$ cat src/hw/tmr_pkg.sv
`default_nettype none

package tmr_pkg;

    // register bus geometry
    localparam int BUS_AW = 32;
    localparam int BUS_DW = 32;

    // in-block offset width, each block spans 16 bytes
    localparam int OFS_W = 4;

    // timer register offsets
    localparam logic [OFS_W-1:0] REG_CTRL  = 4'h0;
    localparam logic [OFS_W-1:0] REG_COUNT = 4'h4;
    localparam logic [OFS_W-1:0] REG_VALUE = 4'h8;

    // interrupt controller register offsets
    localparam logic [OFS_W-1:0] REG_IRQ_MASK = 4'h0;
    localparam logic [OFS_W-1:0] REG_IRQ_PEND = 4'h4;
    localparam logic [OFS_W-1:0] REG_IRQ_ID   = 4'h8;

    // block base addresses
    localparam logic [BUS_AW-1:0] BASE_TMR0 = 32'h0000_0000;
    localparam logic [BUS_AW-1:0] BASE_TMR1 = 32'h0000_0010;
    localparam logic [BUS_AW-1:0] BASE_IRQ  = 32'h0000_0020;

    // timer instances behind the decoder
    localparam int N_TMR = 2;

    // timer ctrl fields, lsb first: enable, int enable, pending
    typedef struct packed {
        logic [28:0] spare;
        logic        pend;
        logic        irq_en;
        logic        en;
    } tmr_ctrl_fields_t;

    // ctrl word, seen either as the bus word or as fields
    typedef union packed {
        logic [BUS_DW-1:0] raw;
        tmr_ctrl_fields_t  field;
    } tmr_ctrl_t;

endpackage

`default_nettype wire

$ cat src/hw/tmr_counter.sv
`default_nettype none

module tmr_counter (
    input  logic                       clk_i,
    input  logic                       arst_n_i,
    input  logic                       we_i,
    input  logic [tmr_pkg::OFS_W-1:0]  ofs_i,
    input  logic [tmr_pkg::BUS_DW-1:0] wdata_i,
    output logic [tmr_pkg::BUS_DW-1:0] rdata_o,
    output logic                       int_o
);

    import tmr_pkg::*;

    // enable, int enable, pending and spare bits
    tmr_ctrl_t ctrl_q;

    // free-running count while enabled
    logic [BUS_DW-1:0] count_q;

    // expiry value
    logic [BUS_DW-1:0] value_q;

    // next ctrl word for a bus write
    tmr_ctrl_t ctrl_wr;

    logic ctrl_we;
    logic value_we;
    logic expired;

    assign ctrl_we  = we_i && (ofs_i == REG_CTRL);
    assign value_we = we_i && (ofs_i == REG_VALUE);

    // count has reached the programmed value
    assign expired = ctrl_q.field.en && (count_q >= value_q);

    // pending and int enable both needed
    assign int_o = ctrl_q.field.pend & ctrl_q.field.irq_en;

    // bus write image of ctrl
    always_comb begin
        ctrl_wr.raw = wdata_i;
        // pending is write-1-to-clear, never set by the bus
        ctrl_wr.field.pend = ctrl_q.field.pend & ~wdata_i[2];
    end

    // counter
    always_ff @(posedge clk_i or negedge arst_n_i) begin
        if (!arst_n_i) begin
            count_q <= '0;
        end else if (ctrl_q.field.en) begin
            if (expired) begin
                // wrap back to zero on expiry
                count_q <= '0;
            end else begin
                count_q <= count_q + 1'b1;
            end
        end else begin
            // held at zero while stopped
            count_q <= '0;
        end
    end

    // ctrl register
    always_ff @(posedge clk_i or negedge arst_n_i) begin
        if (!arst_n_i) begin
            ctrl_q.raw <= '0;
        end else if (ctrl_we) begin
            // bus write beats a same-cycle expiry
            ctrl_q <= ctrl_wr;
        end else if (expired) begin
            // one-shot: stop and flag
            ctrl_q.field.en   <= 1'b0;
            ctrl_q.field.pend <= 1'b1;
        end
    end

    // expiry value register
    always_ff @(posedge clk_i or negedge arst_n_i) begin
        if (!arst_n_i) begin
            value_q <= '0;
        end else if (value_we) begin
            value_q <= wdata_i;
        end
    end

    // read mux, count is read only
    always_comb begin
        case (ofs_i)
            REG_CTRL: begin
                rdata_o = ctrl_q.raw;
            end
            REG_COUNT: begin
                rdata_o = count_q;
            end
            REG_VALUE: begin
                rdata_o = value_q;
            end
            default: begin
                rdata_o = '0;
            end
        endcase
    end

endmodule

`default_nettype wire

$ cat src/hw/tmr_bus_decode.sv
`default_nettype none

module tmr_bus_decode (
    input  logic [tmr_pkg::BUS_AW-1:0]                     addr_i,
    input  logic                                           we_i,
    input  logic [tmr_pkg::N_TMR-1:0][tmr_pkg::BUS_DW-1:0] tmr_rdata_i,
    input  logic [tmr_pkg::BUS_DW-1:0]                     irq_rdata_i,
    output logic [tmr_pkg::N_TMR-1:0]                      tmr_we_o,
    output logic                                           irq_we_o,
    output logic [tmr_pkg::OFS_W-1:0]                      ofs_o,
    output logic [tmr_pkg::BUS_DW-1:0]                     rdata_o
);

    import tmr_pkg::*;

    // block hit per timer
    logic [N_TMR-1:0] tmr_hit;
    logic             irq_hit;

    // match on the upper address bits only
    assign tmr_hit[0] = (addr_i[BUS_AW-1:OFS_W] == BASE_TMR0[BUS_AW-1:OFS_W]);
    assign tmr_hit[1] = (addr_i[BUS_AW-1:OFS_W] == BASE_TMR1[BUS_AW-1:OFS_W]);
    assign irq_hit    = (addr_i[BUS_AW-1:OFS_W] == BASE_IRQ[BUS_AW-1:OFS_W]);

    // offset shared by all blocks
    assign ofs_o = addr_i[OFS_W-1:0];

    // write strobes, at most one since bases differ
    assign tmr_we_o = tmr_hit & {N_TMR{we_i}};
    assign irq_we_o = irq_hit & we_i;

    // read data select
    always_comb begin
        // unmapped reads return zero
        rdata_o = '0;
        for (int i = 0; i < N_TMR; i++) begin
            if (tmr_hit[i]) begin
                rdata_o = tmr_rdata_i[i];
            end
        end
        if (irq_hit) begin
            rdata_o = irq_rdata_i;
        end
    end

endmodule

`default_nettype wire

$ cat src/hw/tmr_irq_ctrl.sv
`default_nettype none

module tmr_irq_ctrl (
    input  logic                       clk_i,
    input  logic                       arst_n_i,
    input  logic                       we_i,
    input  logic [tmr_pkg::OFS_W-1:0]  ofs_i,
    input  logic [tmr_pkg::BUS_DW-1:0] wdata_i,
    input  logic [tmr_pkg::N_TMR-1:0]  src_i,
    output logic [tmr_pkg::BUS_DW-1:0] rdata_o,
    output logic                       irq_o
);

    import tmr_pkg::*;

    // one mask bit per source, 1 lets it through
    logic [N_TMR-1:0] mask_q;

    // sources that are both raised and unmasked
    logic [N_TMR-1:0] active;

    // 1-based id of the winning source, 0 when idle
    logic [BUS_DW-1:0] irq_id;

    assign active = src_i & mask_q;
    assign irq_o  = |active;

    // mask register
    always_ff @(posedge clk_i or negedge arst_n_i) begin
        if (!arst_n_i) begin
            mask_q <= '0;
        end else if (we_i && (ofs_i == REG_IRQ_MASK)) begin
            mask_q <= wdata_i[N_TMR-1:0];
        end
    end

    // lowest index wins, so scan downwards
    always_comb begin
        irq_id = '0;
        for (int i = N_TMR - 1; i >= 0; i--) begin
            if (active[i]) begin
                irq_id = BUS_DW'(i + 1);
            end
        end
    end

    // read mux
    always_comb begin
        case (ofs_i)
            REG_IRQ_MASK: begin
                rdata_o = {{(BUS_DW - N_TMR){1'b0}}, mask_q};
            end
            REG_IRQ_PEND: begin
                // raw lines, mask not applied
                rdata_o = {{(BUS_DW - N_TMR){1'b0}}, src_i};
            end
            REG_IRQ_ID: begin
                rdata_o = irq_id;
            end
            default: begin
                rdata_o = '0;
            end
        endcase
    end

endmodule

`default_nettype wire

$ cat src/hw/tmr_subsys.sv
`default_nettype none

module tmr_subsys (
    input  logic                       clk_i,
    input  logic                       arst_n_i,
    input  logic [tmr_pkg::BUS_AW-1:0] addr_i,
    input  logic [tmr_pkg::BUS_DW-1:0] wdata_i,
    input  logic                       we_i,
    output logic [tmr_pkg::BUS_DW-1:0] rdata_o,
    output logic                       irq_o
);

    import tmr_pkg::*;

    // decoder to block wiring
    logic [N_TMR-1:0]             tmr_we;
    logic                         irq_we;
    logic [OFS_W-1:0]             ofs;
    logic [N_TMR-1:0][BUS_DW-1:0] tmr_rdata;
    logic [BUS_DW-1:0]            irq_rdata;

    // timer interrupt levels
    logic [N_TMR-1:0] tmr_int;

    tmr_bus_decode tmr_bus_decode_i (
        .addr_i      (addr_i),
        .we_i        (we_i),
        .tmr_rdata_i (tmr_rdata),
        .irq_rdata_i (irq_rdata),
        .tmr_we_o    (tmr_we),
        .irq_we_o    (irq_we),
        .ofs_o       (ofs),
        .rdata_o     (rdata_o)
    );

    // one timer per interrupt source, index is source id minus one
    for (genvar i = 0; i < N_TMR; i++) begin : g_tmr
        tmr_counter tmr_counter_i (
            .clk_i    (clk_i),
            .arst_n_i (arst_n_i),
            .we_i     (tmr_we[i]),
            .ofs_i    (ofs),
            .wdata_i  (wdata_i),
            .rdata_o  (tmr_rdata[i]),
            .int_o    (tmr_int[i])
        );
    end

    tmr_irq_ctrl tmr_irq_ctrl_i (
        .clk_i    (clk_i),
        .arst_n_i (arst_n_i),
        .we_i     (irq_we),
        .ofs_i    (ofs),
        .wdata_i  (wdata_i),
        .src_i    (tmr_int),
        .rdata_o  (irq_rdata),
        .irq_o    (irq_o)
    );

endmodule

`default_nettype wire

$ cat config.mk
export PLATFORM = sky130hd
export DESIGN_NAME = tmr_subsys
export DESIGN_NICKNAME = d
export VERILOG_FILES = /design/src/hw/tmr_pkg.sv /design/src/hw/tmr_counter.sv /design/src/hw/tmr_bus_decode.sv /design/src/hw/tmr_irq_ctrl.sv /design/src/hw/tmr_subsys.sv
export SDC_FILE = /design/constraint.sdc
export NUM_CORES = 1
export LEC_CHECK = 0
export ABC_AREA = 1
export BUFFER_PORTS_ARGS = -buffer_cell sky130_fd_sc_hd__buf_2
export CAP_MARGIN = 20
export CORE_MARGIN = 1
export CORE_UTILIZATION = 40
export CTS_BUF_LIST = sky130_fd_sc_hd__clkbuf_2 sky130_fd_sc_hd__clkbuf_4 sky130_fd_sc_hd__clkbuf_8
export CTS_CLUSTER_DIAMETER = 200
export DETAILED_ROUTE_END_ITERATION = 12
export GPL_TIMING_DRIVEN = 0
export SKIP_LAST_GASP = 1
export SLEW_MARGIN = 20
export SYNTH_ARGS = -nofsm -noshare
export SYNTH_HDL_FRONTEND = slang
export SYNTH_SLANG_ARGS = --single-unit
$ cat constraint.sdc
create_clock -name clk_i -period 2.3 [get_ports clk_i]
set_input_delay 0.23 -clock clk_i [delete_from_list [all_inputs] [get_ports clk_i]]
set_output_delay 0.23 -clock clk_i [all_outputs]
set_load 0.01 [all_outputs]
==> reports/metrics.json <==
{
  "setup_path": {
    "worst_path_max_delay_cell": "buf_2",
    "critPathMaxFanout": 10,
    "timing_worst_setup_path_type": "in -> out",
    "worstPathCellList": "buf_2, nor2_4, nand3_2, buf_2, buf_2, o2111ai_1, nand3_1, nor2_1, buf_2",
    "worst_path_dominant_cell_family": "buffers and inverters",
    "worst_setup_path_startpoint": "addr_i[1]",
    "worst_path_largest_cell_delay_ns": 0.26,
    "path_common_cell": "buf_2",
    "worst-path-buf-inv": 4,
    "worst_ep_arrival_time_ns": 1.99,
    "regToRegStartpoint": "g_tmr[0].tmr_counter_i.count_q[27]$_DFF_PN0_",
    "critical_path.startpoint_type": "input port",
    "crit_path_end_kind": "output pin",
    "cp_data_required_time_ns": 2.07
  },
  "routing": {
    "routed_wirelength_mm": 39.2,
    "number_of_drc_violations_after_detailed_routing_iteration_0": 1199,
    "routed_via_density": 5.36,
    "route.antenna.remaining_nets": 0,
    "drc": 0,
    "route.detailed.wl_per_inst_um": 18.7,
    "detailedRoute.firstPassIterationCount": 5,
    "num_vias": 11253
  },
  "global_route": {
    "number_of_global_route_vias_before_repair": 10735,
    "wire_length_of_the_first_global_routing_pass_mm": 61.5,
    "gr-usage-all-layers": 0.266,
    "grt_overflow": 0,
    "antenna_violations_before_repair": 0,
    "maximum_number_of_pins_on_one_net_before_global_route_repair": 76
  },
  "clock_tree": {
    "root_buffer_cell": "clkbuf_8",
    "cts_sinks": 194,
    "insertion_delay_ns": 0.49,
    "clkSlewWorstSetupHoldPaths_ns": 0.10,
    "tritoncts": "yes",
    "cts_inserted_buffers": 17,
    "htree_levels": 4,
    "postCtsSetupBuffers": 0,
    "max_clock_buf_depth": 2
  },
  "power": {
    "power.static_leakage_nw": 5.73,
    "vdd.ir_drop.worst_mv": 0.380,
    "design_power_total_mw": 5.99,
    "power_frac_comb": 0.047,
    "fraction_of_power_spent_switching_nets": 0.258,
    "power_per_cell_area_mw_per_mm2": 446,
    "clock_power_share": 0.384,
    "netSwitchingPower_mw": 1.54,
    "seq_power_share": 0.569,
    "p_int_mw": 4.45
  },
  "worst_hold_path": {
    "hold_path_startpoint": "wdata_i[0]",
    "worst_hold_path_type": "in -> reg"
  },
  "floorplan": {
    "horizontal_die_dimension_um": 174,
    "die_area_mm2": 0.0304,
    "start_util": 0.410,
    "io_pins": 100,
    "fp.coreArea_mm2": 0.0289,
    "placement_rows": 62,
    "die_height_um": 174
  },
  "sta": {
    "slew_viol_final": 0,
    "fmax_mhz": 451,
    "worst_slew_pin_slew_ns": 0.673,
    "final.hold.worst_slack_ns": 0.0510,
    "max-slew-margin-rel": 0.551,
    "fin_setup_tns_ns": 0,
    "worst_slack_ns": 0.0804,
    "hold_viol": 0,
    "finalSetupViolations": 0,
    "clock_skew_ns": 0.0166,
    "final_period_minus_worst_setup_slack_ns": 2.22,
    "post-route-period-util": 0.965
  },
  "synth": {
    "synth_seq_area_share": 0.409,
    "syn-instance-count": 1582,
    "synth_top_area_share": 0.409,
    "synth.ff_latch_count": 194,
    "synth.top_cells.by_area": "dfrtp_1, nand2_1, ha_1, nor2_1, inv_1",
    "post_synth_num_cell_types": 38,
    "synth.avg_cell_area_um2": 7.50,
    "syn_nets": 1715,
    "yosys_warnings": 0,
    "synthesis.area_mm2": 0.0119,
    "yosys.area.top_type": "dfrtp_1"
  },
  "layout": {
    "antenna_cells_inserted": 0,
    "finalNonFillerCells": 2101,
    "cell_area_after_layout_mm2": 0.0134,
    "layout.core_utilization": 0.464,
    "p_r_area_growth_vs_syn_pct": 13.1,
    "post_route_cells_drive_above_1_share": 0.132,
    "final_net_count": 1837
  },
  "placed_design": {
    "numPortBuffers": 99,
    "numPlacedInstances": 2067,
    "gp_congestion": 0.920,
    "post-place-ws_ns": -0.119,
    "dp_hpwl_mm": 30.6,
    "detailed_place.area_mm2": 0.0129
  },
  "flow_run": {
    "maxCapViolations": 0
  },
  "run_status": {
    "status": "finished clean"
  }
}
-- state kept, by name, summed over array words and instances (netlist names) --
| register | count |
|---|---|
| g_tmr.tmr_counter_i.value_q | 64 |
| tmr_irq_ctrl_i.mask_q | 2 |
| g_tmr.tmr_counter_i.ctrl_q | 64 |
| g_tmr.tmr_counter_i.count_q | 64 |
-- final timing paths --
check	endpoint	slack [ns]	depth (start not counted)
min in group asynchronous	g_tmr[0].tmr_counter_i.value_q[7]$_DFFE_PN0P_	0.23	2
worst min-delay path	g_tmr[0].tmr_counter_i.ctrl_q[0]$_DFFE_PN0P_	0.05	3
worst max register to register	g_tmr[0].tmr_counter_i.count_q[22]$_DFF_PN0_	0.20	8
worst max-delay path	rdata_o[18]	0.08	9
max in group asynchronous	g_tmr[1].tmr_counter_i.count_q[21]$_DFF_PN0_	1.32	3
worst min register to register	g_tmr[0].tmr_counter_i.value_q[31]$_DFFE_PN0P_	0.49	2
-- power groups by stage --
stage                     clock (mW)  sequential (mW)  combinational, mW
after floorplan                    0             3.48             0.0698
after global placement             0             3.48              0.259
after detailed placement           0             3.48              0.276
after CTS                       2.35             3.41              0.281
after global routing            2.47             3.41              0.308
final                           2.30             3.41              0.282
-- cells in the mapped netlist, drive strengths merged --
library cell,number
inv,182
o2111ai,32
o21bai,1
o221ai,19
o211ai,13
buf,50
nor3b,3
nand2,447
or2,1
nand3,54
a21oi,58
ha,66
dfrtp,194
o22ai,1
xnor2,9
nand4,16
xor2,46
o21a,4
clkbuf,15
nor2,198
a21o,4
nor3,33
and2,2
o21ai,133
nand3b,1
-- cells by family (layout without fill, tap and decap cells) --
family                   Yosys count  in the layout  share of synthesized area
adder cells (fa/ha/maj)           66             66                     0.0696
AO/OA/AOI/OAI                    265            265                      0.133
XOR/XNOR                          55             55                     0.0406
AND/OR/NAND/NOR                  755            755                      0.262
buffers and inverters            247            382                     0.0857
flip-flops                       194            194                      0.409
-- what timing repair did --
action	CTS	global route
hold endpoints to repair	49	0
gates cloned	0	0
setup endpoints to repair	40	92
resized for setup	9	36
pin swaps	0	0
hold buffers	2	0
-- worst register-to-register path, stage by stage (launching register included) --
cell	delay [ns]
dfrtp_1	0.47
ha_1	0.33
a21o_1	0.19
o21ai_1	0.15
nand2_1	0.10
a21oi_2	0.29
nand3_2	0.17
clkbuf_4	0.23
nor2_1	0.11
-- cell usage in the layout, fill, tap and decap left out, drive strengths merged --
| cell type | Yosys | routed |
|---|---|---|
| nand2 | 447 | 447 |
| nor2 | 198 | 198 |
| dfrtp | 194 | 194 |
| inv | 182 | 184 |
| buf | 50 | 142 |
| o21ai | 133 | 133 |
| ha | 66 | 66 |
| a21oi | 58 | 58 |
| nand3 | 54 | 54 |
| xor2 | 46 | 46 |
| clkbuf | 15 | 45 |
| nor3 | 33 | 33 |
| o2111ai | 32 | 32 |
| o221ai | 19 | 19 |
| nand4 | 16 | 16 |
| o211ai | 13 | 13 |
| xnor2 | 9 | 9 |
| clkinv | 0 | 6 |
| o21a | 4 | 4 |
| a21o | 4 | 4 |
| nor3b | 3 | 3 |
| and2 | 2 | 2 |
| clkinvlp | 0 | 2 |
| dlygate4sd3 | 0 | 2 |
| nand3b | 1 | 1 |
| o22ai | 1 | 1 |
| o21bai | 1 | 1 |
| or2 | 1 | 1 |
| bufinv | 0 | 1 |
-- cell type report --
type	count	area [µm²]
Fill cell	2969	15500
Multi-Input combinational cell	1141	6060
Sequential cell	194	4860
Inverter	182	683
Timing Repair Buffer	103	581
Tap cell	384	480
Buffer	65	375
Clock buffer	21	283
Clock inverter	11	104
-- per-layer routing --
| layer | GRT usage | vias up | share of wire |
|---|---|---|---|
| met5 | 0 | - | 0 |
| met4 | 0.0727 | 0 | 0.023 |
| met2 | 0.391 | 488 | 0.43 |
| met3 | 0.0540 | 48 | 0.080 |
| li1 | - | 5378 | - |
| met1 | 0.393 | 5339 | 0.47 |
Power figures use the tool's default switching activity.
